[src/design/sram_skid_buf.sv]
module sram_skid_buf #(
  parameter type payload_t = logic
) (
  input  logic     clk,
  input  logic     rst_n,
  input  logic     in_valid,
  output logic     in_ready,
  input  payload_t in_data,
  output logic     out_valid,
  input  logic     out_ready,
  output payload_t out_data
);

  logic     skid_valid;
  payload_t skid_data;
  logic     in_xfer;
  logic     out_free;

  assign in_ready = !skid_valid;
  assign in_xfer  = in_valid && in_ready;
  // output register empty or draining this cycle
  assign out_free = !out_valid || out_ready;

  always_ff @(posedge clk) begin
    if (!rst_n) begin
      out_valid  <= 1'b0;
      skid_valid <= 1'b0;
    end else if (out_free) begin
      out_valid  <= skid_valid || in_xfer;
      skid_valid <= 1'b0;
    end else if (in_xfer) begin
      skid_valid <= 1'b1;
    end
  end

  always_ff @(posedge clk) begin
    if (out_free) begin
      out_data <= skid_valid ? skid_data : in_data;
    end else if (in_xfer) begin
      skid_data <= in_data;
    end
  end

endmodule

[config.mk]
export PLATFORM = sky130hd
export DESIGN_NAME = sram_skid_buf
export DESIGN_NICKNAME = d
export VERILOG_FILES = /design/src/design/sram_skid_buf.sv
export SDC_FILE = /design/constraint.sdc
export NUM_CORES = 1
export LEC_CHECK = 0
export BUFFER_PORTS_ARGS = -buffer_cell sky130_fd_sc_hd__buf_2
export CORE_AREA = 2 2 39 41
export CTS_CLUSTER_DIAMETER = 80
export CTS_CLUSTER_SIZE = 12
export DETAILED_ROUTE_END_ITERATION = 10
export DIE_AREA = 0 0 41 43
export SLEW_MARGIN = 10
export SYNTH_ARGS = -nofsm -noshare
export SYNTH_HDL_FRONTEND = slang
export SYNTH_SLANG_ARGS = --single-unit
[constraint.sdc]
create_clock -name clk -period 1.3 [get_ports clk]
set_input_delay 0.26 -clock clk [delete_from_list [all_inputs] [get_ports clk]]
set_output_delay 0.26 -clock clk [all_outputs]
set_load 0.005 [all_outputs]
==> results.cfg <==
[run_status]
status = finished, final reports clean

[route]
routed_via_density = 3.184
drc = 0
final_antenna_net_count = 0
vias = 121
drt-pass1-iter-count = 2
wirelength_um = 312
drt_iter0_markers = 1
wl_per_cell_um = 8.211

[sta]
hold_viol_final = 0
period_minus_slack_ps = 1043
final-max-slew-violation-count = 0
finalWorstSetupSlack_ps = 256.7
setup_viol_count_final = 0
rsz0062_at_grt = false
setup_tns_ps = 0
skew_ps = 9.754
max_freq_mhz = 958.5
tightest_slew_ps = 174.6
timing.slew.headroom = 0.8831
timing.final.crit_share = 0.8026

[synthesis]
syn_inst = 11
synth_top_area_frac = 0.3636
ys_top_cells_by_area = edfxtp_1 (36%), dfxtp_1 (24%), nor3b_2 (15%)
yosysWarningCount = 0
synth_xor_area_frac = 0
yosys.area_share.simple = 0.2576
syn_nets = 16
synth_seq_area_share = 0.6061
synth_fa_ha_area_frac = 0
synth_top_family_by_area = simple AND/OR/NAND/NOR gates
synth_cell_types = 8
avgSynthCellArea_sq_um = 15.01
synth-compound-area-share = 0.04545
synth_seq_cells = 4
syn-cell-area_sq_um = 165.2
yosys.area.top_type = edfxtp_1
synth.area.mux_share = 0.06818

[critical_path]
r2r_slack_ps = 350
reg2reg_depth = 1
critPathCaptureType = output pin
critPathKind = reg -> out
reg2reg_to = out_data$_DFFE_PP_
arrival_ps = 780
crit_required_ps = 1040
crit_fanout = 4
rr_startpoint = skid_valid$_SDFFE_PP0P_
cp-start-kind = flop

[placement]
port_buffers = 7
gp_congestion = 0.5770
placedCellCount = 34
post_dp_cell_area_sq_um = 220.2
place_ws_ps = 304.8

[power_and_ir_drop]
p_comb_frac = 0.072
p_clk_frac = 0.511
total_power_mw = 0.3435
p_seq_frac = 0.417
powerDensity_mw_per_mm2 = 1394
sw_frac_of_total = 0.2140
ir_drop_uv = 453.9
power.leakage_nw = 0.1000
intPower_mw = 0.2700
switchingPower_mw = 0.07352

[floorplan]
die-area_sq_mm = 0.001763
initial_core_util = 0.1193
core_sq_mm = 0.001384
die_w_um = 41
core.rowCount = 14
dieHeight_um = 43
ios = 8

[clock_network]
cts_root_buf = clkbuf_4
cts_tree = yes
ctsHoldBuffers = 0
post_cts_buffers = 0
cts_buffer_depth = 2
post_cts_resized = 0
numCtsBuffers = 3
cts_max_level = 1
path_clk_slew_ps = 50
clock-sinks = 4
worstSkewPairLatency_ps = 240

[min_path]
holdPathEnd = skid_data$_DFFE_PP_
hp-class = in -> reg
hold_depth = 1
hp-start = in_data

[layout]
drive_gt1_frac = 0.5909
layout_commonest_cell = buf_2
nNetsFinal = 28
fin_area_sq_um = 246.5
seq_area_sq_um = 100.1
finalNonFillerCells = 38
num-fill-cells = 157
n_antenna_cell = 0
multi_input_area_sq_um = 61.31
final_cell_mix = buf_2 (7), clkbuf_4 (3), nor3b_2 (2), edfxtp_1 (2), dfxtp_1 (2)
area_growth_pct = 49.24

[global_routing]
grt_pass1_vias = 110
overflow = 0
antenna_found_initial = 0
grt_pass1_wl_um = 510
grt_usage = 0.05533
grt_max_degree = 5

[flow_run]
drv_cap = 0
[critical path: stages, from the launching register on]
cell and delay [ps]:
dfxtp_1 380, inv_1 50, buf_2 120
[synthesized netlist by cell type]
| library cell | count |
|---|---|
| dfxtp_1 | 2 |
| nor3b_2 | 2 |
| nand2b_4 | 1 |
| inv_1 | 1 |
| nor2_1 | 1 |
| mux2_1 | 1 |
| edfxtp_1 | 2 |
| a21boi_1 | 1 |
[metrics by stage]
| step | util | hold slack, ps |
|---|---|---|
| floorplan | - | 358.9 |
| global placement | 0.1591 | 463.6 |
| detailed placement | 0.1591 | 457.6 |
| CTS | 0.1781 | 197.7 |
| global route | 0.1781 | 190.1 |
| finish | 0.1781 | 210.7 |
[how the worst max path moves through the flow]
stage	start	endpoint	slack, ps	cells past startpoint
final	skid_valid$_SDFFE_PP0P_	in_ready	260	2
after global routing	skid_valid$_SDFFE_PP0P_	in_ready	180	2
after global placement	out_ready	skid_data$_DFFE_PP_	310	3
after detailed placement	out_ready	skid_data$_DFFE_PP_	300	3
after floorplan	skid_valid$_SDFFE_PP0P_	out_data$_DFFE_PP_	370	1
after CTS	skid_valid$_SDFFE_PP0P_	in_ready	240	2
[cell families (layout without fill, tap and decap cells)]
family,after synthesis,in the layout
buf+inv,1,12
mux,1,1
compound gates,1,1
simple gates,4,4
flops,4,4
[power by group through the flow]
| stage | Sequential [mW] | Clock, mW | Combinational (mW) |
|---|---|---|---|
| after floorplan | 0.146 | 0 | 0.0114 |
| after global placement | 0.145 | 0 | 0.0246 |
| after detailed placement | 0.145 | 0 | 0.0249 |
| after CTS | 0.143 | 0.186 | 0.0250 |
| after global routing | 0.144 | 0.197 | 0.0277 |
| final | 0.143 | 0.176 | 0.0246 |
[area by class of cell]
class | instances | area share
multi-input combinational | 6 | 0.2487
clock buffer | 4 | 0.1066
timing repair buffer | 7 | 0.1421
sequential | 4 | 0.4061
inverter | 1 | 0.01523
tap | 16 | 0.08122
[flip-flops by register name, indices dropped and copies added (netlist names)]
name	count
skid_data	1
out_data	1
skid_valid	1
out_valid	1
[routing by layer]
| layer | wire, um | vias up | GRT usage |
|---|---|---|---|
| li1 | - | 61 | - |
| met1 | 183 | 52 | 0.06796 |
| met2 | 80 | 8 | 0.03125 |
| met3 | 49 | 0 | 0.07853 |
| met4 | 0 | 0 | 0.06000 |
| met5 | 0 | - | 0 |
(Power assumes the default switching activity.)
