**src/design/axil_sram_pkg.sv**
```systemverilog
package axil_sram_pkg;

  localparam int AXIL_ADDR_WIDTH = 16;
  localparam int AXIL_DATA_WIDTH = 16;
  localparam int STRB_WIDTH = AXIL_DATA_WIDTH / 8;

  // byte offset bits within one data word
  localparam int WORD_LSB = $clog2(AXIL_DATA_WIDTH) - 3;
  localparam int SRAM_ADDR_WIDTH = AXIL_ADDR_WIDTH - WORD_LSB;

  localparam logic [1:0] RESP_OKAY = 2'b00;

  typedef struct packed {
    logic [SRAM_ADDR_WIDTH-1:0] addr;
    logic                       wr_en;
    logic [AXIL_DATA_WIDTH-1:0] wr_data;
    logic [STRB_WIDTH-1:0]      wr_strb;
  } sram_cmd_t;

  typedef struct packed {
    logic [AXIL_DATA_WIDTH-1:0] rd_data;
  } sram_rd_t;

endpackage

```
**src/design/axil_sram_bridge.sv**
```systemverilog
module axil_sram_bridge (
  input  logic                                     clk,
  input  logic                                     rst_n,

  input  logic [axil_sram_pkg::AXIL_ADDR_WIDTH-1:0] awaddr,
  input  logic                                     awvalid,
  output logic                                     awready,
  input  logic [axil_sram_pkg::AXIL_DATA_WIDTH-1:0] wdata,
  input  logic [axil_sram_pkg::STRB_WIDTH-1:0]      wstrb,
  input  logic                                     wvalid,
  output logic                                     wready,
  output logic [1:0]                               bresp,
  output logic                                     bvalid,
  input  logic                                     bready,

  input  logic [axil_sram_pkg::AXIL_ADDR_WIDTH-1:0] araddr,
  input  logic                                     arvalid,
  output logic                                     arready,
  output logic [axil_sram_pkg::AXIL_DATA_WIDTH-1:0] rdata,
  output logic [1:0]                               rresp,
  output logic                                     rvalid,
  input  logic                                     rready,

  output logic                                     cmd_valid,
  input  logic                                     cmd_ready,
  output axil_sram_pkg::sram_cmd_t                 cmd,

  input  logic                                     rd_valid,
  output logic                                     rd_ready,
  input  axil_sram_pkg::sram_rd_t                  rd
);

  import axil_sram_pkg::*;

  logic last_wr;
  logic wr_pend;
  logic rd_pend;
  logic pick_wr;
  logic pick_rd;
  logic wr_xfer;
  logic rd_xfer;

  // a write needs both aw and w, plus room for its response
  assign wr_pend = awvalid && wvalid && !(bvalid && !bready);
  assign rd_pend = arvalid;

  // alternate when both kinds are waiting
  assign pick_wr = wr_pend && (!rd_pend || !last_wr);
  assign pick_rd = rd_pend && (!wr_pend || last_wr);

  assign cmd_valid = pick_wr || pick_rd;

  assign awready = pick_wr && cmd_ready;
  assign wready  = pick_wr && cmd_ready;
  assign arready = pick_rd && cmd_ready;

  assign wr_xfer = pick_wr && cmd_ready;
  assign rd_xfer = pick_rd && cmd_ready;

  always_comb begin
    cmd = '0;
    if (pick_wr) begin
      cmd.addr    = awaddr[AXIL_ADDR_WIDTH-1:WORD_LSB];
      cmd.wr_en   = 1'b1;
      cmd.wr_data = wdata;
      cmd.wr_strb = wstrb;
    end else begin
      // read, data and strobes stay zero
      cmd.addr  = araddr[AXIL_ADDR_WIDTH-1:WORD_LSB];
      cmd.wr_en = 1'b0;
    end
  end

  always_ff @(posedge clk) begin
    if (!rst_n) begin
      last_wr <= 1'b0;
    end else if (wr_xfer) begin
      last_wr <= 1'b1;
    end else if (rd_xfer) begin
      last_wr <= 1'b0;
    end
  end

  // write response, held until bready
  always_ff @(posedge clk) begin
    if (!rst_n) begin
      bvalid <= 1'b0;
    end else if (wr_xfer) begin
      bvalid <= 1'b1;
    end else if (bready) begin
      bvalid <= 1'b0;
    end
  end

  assign bresp = RESP_OKAY;

  // read data comes back in order through the response path
  assign rvalid   = rd_valid;
  assign rdata    = rd.rd_data;
  assign rresp    = RESP_OKAY;
  assign rd_ready = rready;

endmodule

```
**config.mk**
```make
export PLATFORM = sky130hd
export DESIGN_NAME = axil_sram_bridge
export DESIGN_NICKNAME = d
export VERILOG_FILES = /design/src/design/axil_sram_pkg.sv /design/src/design/axil_sram_bridge.sv
export SDC_FILE = /design/constraint.sdc
export NUM_CORES = 1
export LEC_CHECK = 0
export BUFFER_PORTS_ARGS = -buffer_cell sky130_fd_sc_hd__buf_2
export CORE_MARGIN = 5
export CORE_UTILIZATION = 24
export DETAILED_ROUTE_END_ITERATION = 16
export PLACE_DENSITY = 0.89
export SETUP_SLACK_MARGIN = 0.5
export SYNTH_ARGS = -nofsm -noshare
export SYNTH_HDL_FRONTEND = slang
export SYNTH_SLANG_ARGS = --single-unit
```
**constraint.sdc**
```tcl
create_clock -name clk -period 2 [get_ports clk]
set_clock_uncertainty 0.2 [all_clocks]
set_input_delay 0.2 -clock clk [delete_from_list [all_inputs] [get_ports clk]]
set_output_delay 0.2 -clock clk [all_outputs]
set_load 0.005 [all_outputs]
```
==> summary.txt, run 1 <==
Placement
  – Port bufs: 93
  – RePlAce Congestion: 0.748

STA
  – Hold WS: 0.0157 ns
  – Max-slew violation count: 0
  – Period minus WS final: 1.91 ns
  – Unrepaired setup endpoints after global routing: true
  – Setup TNS Final: 0 ns
  – F_max: 524 MHz
  – Final Hold Viols: 0
  – Period Utilization, post-route: 0.953
  – Setup violators final: 0

Status
  – Outcome: finished clean

Detailed routing
  – Drt pass-1 iters: 2
  – Vias post-DR: 773
  – Iteration-0 DRC Markers: 5
  – WL final: 2440 um
  – Post-route ant nets: 0
  – Vias per inst: 4.20
  – Remaining DRCs: 0
  – Routed len/inst: 13.2 um

Min path
  – Hold Path Origin: rst_n
  – Worst hold path class: in -> reg

GRT
  – GRT Overall Usage: 0.119
  – Initial antenna violation count: 0
  – Grt ovf: 0
  – First-pass GRT wire length: 3280 um
  – Pin count of the biggest net entering global routing: 11
  – Vias in the first global route: 783

Floorplanning
  – Vert. Die Dim: 61.1 um
  – Die Area: 3730 um^2
  – Die span in x: 61.1 um
  – Row cnt: 18
  – Core area: 2480 um^2
  – I/O pin cnt: 136
  – Starting density of the core: 0.253

Power and ir drop
  – Leakage: 0.691 nW
  – Max VDD drop: 155 uV
  – Pwr Density: 305 nW/um^2

Finish
  – Layout cells sized above 1: 0.805
  – Register area: 41.3 um^2
  – Layout filler cell count: 260
  – Layout Nets: 231
  – Final core occ: 0.459
  – Multi-input gate area: 455 um^2
  – N_diodes: 0
  – Syn-to-layout area delta: 81.6%
  – Most frequent cells in the layout: 88 x buf_2, 19 x and2_1, 15 x mux2_4
  – Commonest non-fill, non-tap cell in the layout: buf_2

Worst setup path
  – WP buf/inv: 2
  – Crit-path cells: nor2b_4 > a211oi_4 > buf_6 > mux2_4 > buf_2
  – Delay-heaviest family, CP: buffers and inverters
  – Critical path fanouts, max: 10
  – WP data arrival: 1.51 ns
  – Crit end category: primary output
  – Crit path max-delay cell type: mux2_4
  – Worst reg2reg startpoint: bvalid
  – Setup Crit Path Kind: reg -> out
  – CP Launch Type: flop
  – CP Launch Point: bvalid
  – Max incr delay on CP: 0.31 ns
  – CP required: 1.60 ns

Job
  – Max Cap Violations: 0

Clock network
  – CTS tree: done
  – Clock sink count: 2
  – Skew-Pair Late Insertion Delay: 0.22 ns
  – CTS Buffer Depth: 2
  – Cts bufs inserted: 3
  – H-tree depth: 1
  – CTS root buf: clkbuf_4
  – Clock-pin slew on the worst setup and hold paths: 0.03 ns

Yosys
  – Syn Inst Count: 74
  – Avg Cell Area, Syn: 8.45 um^2
  – Post-synthesis cell type count: 18
  – Number of synthesized register bits: 2
  – Yosys warning total: 0
  – Synthesized cell area: 626 um^2
  – Seq/Total Area, Yosys: 0.0640
metrics by stage:
step	instance area, um^2	power, mW	cells	worst slack (ns)
2_1_floorplan	674	0.165	77	0.311
3_3_place_gp	1000	0.230	176	0.243
3_5_place_dp	1000	0.233	176	0.224
4_1_cts	1080	0.338	182	0.0840
5_1_grt	1140	0.382	184	0.0385
6_report	1140	0.346	184	0.0930
power breakdown:
group	switching (mW)	internal, mW
registers	0.00154	0.0422
clock network	0.0201	0.0659
logic	0.0762	0.140
total	0.0978	0.248
layout make-up:
class | count | area share
tap | 30 | 0.0330
multi-input combinational | 48 | 0.401
clock buffer | 3 | 0.0198
sequential | 2 | 0.0363
timing repair buffer | 101 | 0.510
synthesized netlist by cell type:
master    instances  area share
nand2_1           1      0.0060
and2_1           20        0.20
buf_4            24        0.29
a211oi_4          1       0.032
dfxtp_1           2       0.064
buf_2             1      0.0080
o21a_1            1       0.012
o21bai_1          1       0.012
nor4b_1           1       0.014
a21boi_0          1       0.012
buf_6             1       0.018
mux2_2            6        0.11
nor2b_4           1       0.022
a31o_2            1       0.014
clkbuf_1          1      0.0060
mux2_1            9        0.16
conb_1            1      0.0060
o311a_1           1       0.016
final timing paths:
path | endpoint | slack [ns] | depth (start not counted)
worst max-delay path | cmd[31] | 0.09 | 5
worst min register to register | last_wr | 0.48 | 2
worst max register to register | last_wr | 0.56 | 6
worst min-delay path | last_wr | 0.02 | 2
sequential cells by signal, indices dropped and copies added, names as in the netlist:
name	flops
last_wr	1
bvalid	1
what timing repair did:
action,4_1_cts,5_1_grt
endpoints found under the setup margin,37,38
pin swaps,0,2
cloned,0,1
resized for setup,7,10
hold buffers,0,0
setup buffers,3,1
layer usage:
layer | up-vias | GRT usage | wire, um
met5 | - | 0 | 0
met4 | 0 | 0.0681 | 39
met3 | 8 | 0.0377 | 325
met2 | 58 | 0.210 | 1290
met1 | 331 | 0.123 | 778
li1 | 376 | - | -
kinds of logic after synthesis:
logic type / count (synthesis) / share of synthesized area
AOI/OAI and AO/OA: 6 / 0.0980
buffers and inverters: 27 / 0.320
DFF: 2 / 0.0640
muxes: 15 / 0.270
other: 1 / 0.00599
and+or+nand+nor: 23 / 0.242
Note: power is estimated with default switching activity, not from simulation.
==> run 2, diff against run 1 <==
--- a/config.mk
+++ b/config.mk
@@ -9,7 +9,8 @@
 export CORE_MARGIN = 5
 export CORE_UTILIZATION = 24
 export DETAILED_ROUTE_END_ITERATION = 16
-export PLACE_DENSITY = 0.89
+export PLACE_DENSITY = 0.93
+export RECOVER_POWER = 25
 export SETUP_SLACK_MARGIN = 0.5
 export SYNTH_ARGS = -nofsm -noshare
 export SYNTH_HDL_FRONTEND = slang
==> summary.txt, run 2 (synthesis results as in run 1) <==
Clock network
  – Clock-pin slew on the worst setup and hold paths: 0.03 ns (about the same)
  – Skew-Pair Late Insertion Delay: 0.24 ns (+0.02 ns)
  – Clock sink count: 2 (unchanged)
  – CTS Buffer Depth: 2 (unchanged)
  – CTS tree: done
  – H-tree depth: 1 (unchanged)
  – CTS root buf: clkbuf_4
  – Cts bufs inserted: 3 (unchanged)

Power and ir drop
  – Logic gate share of total power: 0.574 (-0.051)
  – Switching Fraction: 0.311 (+0.0284)
  – Max VDD drop: 293 uV (+89%)
  – Seq pwr share: 0.131 (+0.005)
  – Clk pwr share: 0.295 (+0.047)
  – Leakage: 0.642 nW (-7.1%)
  – Internal power: 230 uW (-7.2%)
  – Pwr Density: 317 nW/um^2 (+4.1%)
  – Sw Pwr: 104 uW (+6.3%)

Worst setup path
  – Worst reg2reg startpoint: bvalid
  – Crit end category: primary output
  – CP Launch Type: flop
  – WP data arrival: 1.51 ns (about the same)
  – Setup Crit Path Kind: reg -> out
  – Reg2Reg Depth: 4 (-2)
  – Worst flop-to-flop path endpoint: bvalid
  – CP required: 1.60 ns (about the same)
  – R2r setup slk: 0.74 ns (+0.18 ns)
  – Critical path fanouts, max: 10 (unchanged)

Finish
  – Most frequent cells in the layout: 93 x buf_2, 19 x and2_1, 9 x mux2_4
  – Syn-to-layout area delta: 68.6%
  – N_diodes: 0 (unchanged)
  – Finished Cell Area: 1050 um^2 (-7.2%)
  – Layout cells sized above 1: 0.796 (-0.00914)
  – Layout Nets: 229 (-0.87%)
  – Biggest regs: bvalid x1, last_wr x1
  – Commonest non-fill, non-tap cell in the layout: buf_2

Detailed routing
  – Remaining DRCs: 0 (unchanged)
  – Routed len/inst: 13.4 um (+1.5%)
  – Post-route ant nets: 0 (unchanged)
  – WL final: 2450 um (+0.41%)
  – Iteration-0 DRC Markers: 26 (+21)
  – Drt pass-1 iters: 3 (+1)
  – Vias post-DR: 783 (+1.3%)
  – Vias per inst: 4.30 (+2.4%)

Min path
  – WHS Path Cells: 2 (unchanged)
  – Worst hold path class: in -> reg
  – Hold Path Origin: cmd_ready
  – Hold worst-path end: bvalid

GRT
  – Vias in the first global route: 771 (-1.5%)
  – GRT Overall Usage: 0.120 (+0.00129)
  – First-pass GRT wire length: 3410 um (+4.0%)
  – Grt ovf: 0 (unchanged)
  – Pin count of the biggest net entering global routing: 11 (unchanged)
  – Initial antenna violation count: 0 (unchanged)

Floorplanning
  – Vert. Die Dim: 61.1 um (unchanged)
  – Core area: 2480 um^2 (unchanged)
  – Die Area: 3730 um^2 (unchanged)
  – I/O pin cnt: 136 (unchanged)
  – Starting density of the core: 0.253 (unchanged)
  – Die span in x: 61.1 um (unchanged)
  – Row cnt: 18 (unchanged)

STA
  – Period minus WS final: 1.91 ns (+0.00786 ns)
  – F_max: 522 MHz (-0.41%)
  – Final Hold Viols: 0 (unchanged)
  – Unrepaired setup endpoints after global routing: true
  – Max-slew violation count: 0 (unchanged)
  – Setup violators final: 0 (unchanged)
  – Hold WS: 0.0687 ns (+0.0531 ns)
  – Setup TNS Final: 0 ns (unchanged)
  – Period Utilization, post-route: 0.957 (+0.00393)

Placement
  – Port bufs: 93 (unchanged)
  – Placement Cell Area: 1000 um^2 (unchanged)
  – RePlAce Congestion: 0.654 (-13%)
  – Post-DP HPWL: 2120 um

Status
  – Outcome: finished clean

Job
  – Max Cap Violations: 0 (unchanged)
## run 2: area by class of cell
cell class / instances / area, um^2
repair buffers: 99 / 520
flip-flops and latches: 2 / 41.3
multi-input cells: 48 / 433
fillers: 254 / 1420
clock buffers: 3 / 22.5
well taps: 30 / 37.5
## run 2: power by group through the flow
| stage | Sequential (mW) | Clock, mW | Combinational, mW |
|---|---|---|---|
| 6_report | 0.0438 | 0.0988 | 0.192 |
| 5_1_grt | 0.0439 | 0.106 | 0.213 |
| 4_1_cts | 0.0438 | 0.0987 | 0.194 |
| 3_5_place_dp | 0.0444 | 0 | 0.188 |
| 3_3_place_gp | 0.0442 | 0 | 0.184 |
| 2_1_floorplan | 0.0442 | 0 | 0.120 |
## run 2: worst max-delay path by stage
| stage | slack, ns | from | endpoint | cells past startpoint |
|---|---|---|---|---|
| 3_3_place_gp | 0.26 | awvalid | cmd[20] | 6 |
| 6_report | 0.09 | bvalid | cmd[29] | 5 |
| 3_5_place_dp | 0.24 | awvalid | cmd[20] | 6 |
| 2_1_floorplan | 0.31 | bvalid | cmd[23] | 4 |
| 4_1_cts | 0.09 | bvalid | cmd[29] | 5 |
| 5_1_grt | 0.02 | bvalid | cmd[29] | 5 |
## run 2: timing repair
| action | CTS | global route |
|---|---|---|
| gates cloned | 0 | 0 |
| buffers inserted | 2 | 0 |
| resized for setup | 2 | 0 |
| endpoints found under the setup margin | 37 | 37 |
| endpoints found under the hold margin | 1 | 0 |
| hold buffers | 1 | 0 |
## run 2: stage by stage
step	util	total power [mW]	worst slack (ns)	cells
final	0.426	0.334	0.0852	182
after CTS	0.426	0.337	0.0856	182
after global placement	0.404	0.228	0.257	176
after floorplan	-	0.165	0.311	77
after detailed placement	0.404	0.232	0.237	176
after global routing	0.426	0.363	0.0163	182
## run 2: layer usage
layer | vias to the layer above | part of all wire | track usage
li1 | 372 | - | -
met1 | 329 | 0.32 | 0.130
met2 | 72 | 0.51 | 0.219
met3 | 10 | 0.16 | 0.0335
met4 | 0 | 0.016 | 0.0495
met5 | - | 0 | 0
## run 2: worst max-delay path, stage by stage (launching register included)
cell and delay [ns]:
dfxtp_2 0.31, nor2b_4 0.13, a211oi_4 0.19, buf_6 0.21
mux2_4 0.32, buf_2 0.13
==> run 3, diff against run 2 <==
--- a/config.mk
+++ b/config.mk
@@ -5,11 +5,12 @@
 export SDC_FILE = /design/constraint.sdc
 export NUM_CORES = 1
 export LEC_CHECK = 0
+export ABC_AREA = 1
 export BUFFER_PORTS_ARGS = -buffer_cell sky130_fd_sc_hd__buf_2
-export CORE_MARGIN = 5
+export CORE_MARGIN = 1
 export CORE_UTILIZATION = 24
 export DETAILED_ROUTE_END_ITERATION = 16
-export PLACE_DENSITY = 0.93
+export PLACE_DENSITY = 0.91
 export RECOVER_POWER = 25
 export SETUP_SLACK_MARGIN = 0.5
 export SYNTH_ARGS = -nofsm -noshare
==> summary.txt, run 3 <==
Finish
  – N_diodes: 0 (unchanged)
  – Syn-to-layout area delta: 82.9%
  – Biggest regs: bvalid x1, last_wr x1
  – Commonest non-fill, non-tap cell in the layout: buf_2
  – Most frequent cells in the layout: 93 x buf_2, 42 x nand2_1, 23 x inv_1
  – Layout cells sized above 1: 0.580 (-0.216)
  – Layout Nets: 289 (+26%)

Clock network
  – CTS root buf: clkbuf_4
  – Skew-Pair Late Insertion Delay: 0.22 ns (-0.02 ns)
  – Clock sink count: 2 (unchanged)
  – Cts hold-fix bufs: 0 (-1)
  – Cts bufs inserted: 3 (unchanged)
  – Clock-pin slew on the worst setup and hold paths: 0.03 ns (about the same)
  – CTS Buffer Depth: 2 (unchanged)
  – CTS tree: done
  – H-tree depth: 1 (unchanged)

STA
  – Setup WS post-layout: 0.301 ns (+0.216 ns)
  – Unrepaired setup endpoints after global routing: true
  – Max-slew violation count: 0 (unchanged)
  – Final Hold Viols: 0 (unchanged)
  – Setup TNS Final: 0 ns (unchanged)
  – F_max: 589 MHz (+13%)
  – Period minus WS final: 1.70 ns (-0.216 ns)
  – Period Utilization, post-route: 0.849 (-0.108)
  – Setup violators final: 0 (unchanged)
  – Hold WS: 0.0117 ns (-0.0570 ns)

Job
  – Max Cap Violations: 0 (unchanged)

Detailed routing
  – Vias per inst: 4.09 (-5.0%)
  – Vias post-DR: 989 (+26%)
  – Post-route ant nets: 0 (unchanged)
  – Remaining DRCs: 0 (unchanged)
  – Iteration-0 DRC Markers: 7 (-73%)
  – Drt pass-1 iters: 4 (+1)
  – WL final: 2200 um (-10%)
  – Routed len/inst: 9.07 um (-32%)

Placement
  – Port bufs: 93 (unchanged)
  – RePlAce Congestion: 0.670 (+2.4%)
  – Setup WS pre-CTS: 0.349 ns (+0.112 ns)
  – Post-DP HPWL: 1470 um (-30%)

GRT
  – Vias in the first global route: 668 (-13%)
  – First-pass GRT wire length: 2770 um (-19%)
  – Grt ovf: 0 (unchanged)
  – GRT Overall Usage: 0.135 (+0.0145)
  – Initial antenna violation count: 0 (unchanged)
  – Pin count of the biggest net entering global routing: 18 (+7)

Yosys
  – Number of synthesized register bits: 2 (unchanged)
  – Post-synthesis cell type count: 15 (-3)
  – Seq/Total Area, Yosys: 0.0607 (-0.00328)
  – Syn Inst Count: 131 (+77%)
  – Yosys warning total: 0 (unchanged)
  – Avg Cell Area, Syn: 5.03 um^2 (-40%)
  – Post-synth top area share: 0.285 (-0.00337)
  – Post-synth EDFFs: 0 (unchanged)
  – Most frequent cells after synthesis: 50 x nand2_1, 24 x buf_4, 24 x inv_1
  – Async S/R FF share, synth: 0 (unchanged)
  – Top_reg_cell synth: dfxtp_1
  – Synthesized cell area: 659 um^2 (+5.4%)
  – Post-synth top area cell: nand2_1
  – Top-count cell post-synth: nand2_1
  – Synth area leaders: nand2_1 28%, buf_4 27%, inv_1 14%

Floorplanning
  – I/O pin cnt: 136 (unchanged)
  – Starting density of the core: 0.259 (+0.00657)
  – Die span in x: 54.4 um (-11%)
  – Row cnt: 18 (unchanged)
  – Vert. Die Dim: 54.4 um (-11%)
  – Core area: 2540 um^2 (+2.7%)
  – Die Area: 2960 um^2 (-21%)

Power and ir drop
  – Pwr Density: 294 nW/um^2 (-7.3%)
  – Leakage: 0.852 nW (+33%)
  – Max VDD drop: 279 uV (-4.6%)

Worst setup path
  – WP data arrival: 1.30 ns (-0.21 ns)
  – CP Launch Point: bvalid
  – Setup Crit Path Kind: reg -> out
  – R2r setup slk: 0.84 ns (+0.10 ns)
  – Critical path fanouts, max: 3 (-7)
  – Crit end category: primary output
  – Crit path to: arready
  – Worst reg2reg startpoint: last_wr
  – Worst flop-to-flop path endpoint: last_wr
  – CP required: 1.60 ns (about the same)
  – CP Launch Type: flop
  – Reg2Reg Depth: 4 (unchanged)

Status
  – Outcome: finished clean

Min path
  – Worst hold path class: in -> reg
[run 3: cell types whose count changed after synthesis, moves of 2 or more]
| cell | delta |
|---|---|
| mux2_1 | -9 |
| nand2_1 | +49 |
| a21oi_1 | +2 |
| nor2_1 | +18 |
| buf_2 | +2 |
| mux2_2 | -6 |
| and2_1 | -20 |
| inv_1 | +24 |
[run 3: how the worst min path moves through the flow]
stage	cells after the start	slack, ns	endpoint	from
4_1_cts	3	0.002	bvalid	rst_n
2_1_floorplan	2	0.13	bvalid	rst_n
6_report	3	0.01	bvalid	rst_n
3_3_place_gp	0	0.20	rdata[0]	rd[0]
3_5_place_dp	0	0.20	rdata[0]	rd[0]
5_1_grt	3	0.03	bvalid	rst_n
[run 3: metal layers]
metal  track usage  up-vias  routed length (um)
met5             0        -                   0
met4        0.0769        0                  14
met3        0.0167        2                 181
met2         0.250       50                1180
met1         0.144      426                 818
li1              -      511                   -
[run 3: timing repair]
item                       CTS  global route
resized for setup           19             5
gates cloned                 3             0
pin swaps                    3             2
buffers inserted             4             3
setup endpoints to repair   36            37
[run 3: cells by family after synthesis]
| kind of cell | after synthesis | synth area share |
|---|---|---|
| simple gates | 71 | 0.423 |
| buf+inv | 53 | 0.459 |
| compound gates | 4 | 0.0512 |
| flops | 2 | 0.0607 |
| other cells | 1 | 0.00569 |
[run 3: cell type report]
| type | count | area [um^2] |
|---|---|---|
| Timing Repair Buffer | 100 | 568 |
| Multi-Input combinational cell | 81 | 419 |
| Sequential cell | 2 | 41.3 |
| Timing Repair inverter | 1 | 11.3 |
| Inverter | 25 | 106 |
| Clock buffer | 3 | 22.5 |
| Fill cell | 286 | 1340 |
| Tap cell | 30 | 37.5 |
[run 3: through the flow]
step | cells | cell area (um^2) | total power, mW | util
2_1_floorplan | 134 | 671 | 0.158 | -
4_1_cts | 239 | 1160 | 0.357 | 0.454
3_3_place_gp | 229 | 967 | 0.213 | 0.380
5_1_grt | 242 | 1210 | 0.394 | 0.474
3_5_place_dp | 229 | 967 | 0.216 | 0.380
6_report | 242 | 1210 | 0.354 | 0.474
[run 3: critical path, stage by stage, from the launching register on]
cell and delay (ns):
dfxtp_2 0.33, a21oi_4 0.15, buf_12 0.14, buf_12 0.11
inv_2 0.03, o21bai_1 0.13, inv_1 0.06, buf_2 0.12
[run 3: power breakdown]
group          leakage (nW)  internal (mW)  switching (mW)
combinational         0.822          0.117           0.104
clock                0.0138         0.0662          0.0233
sequential           0.0168         0.0421         0.00210
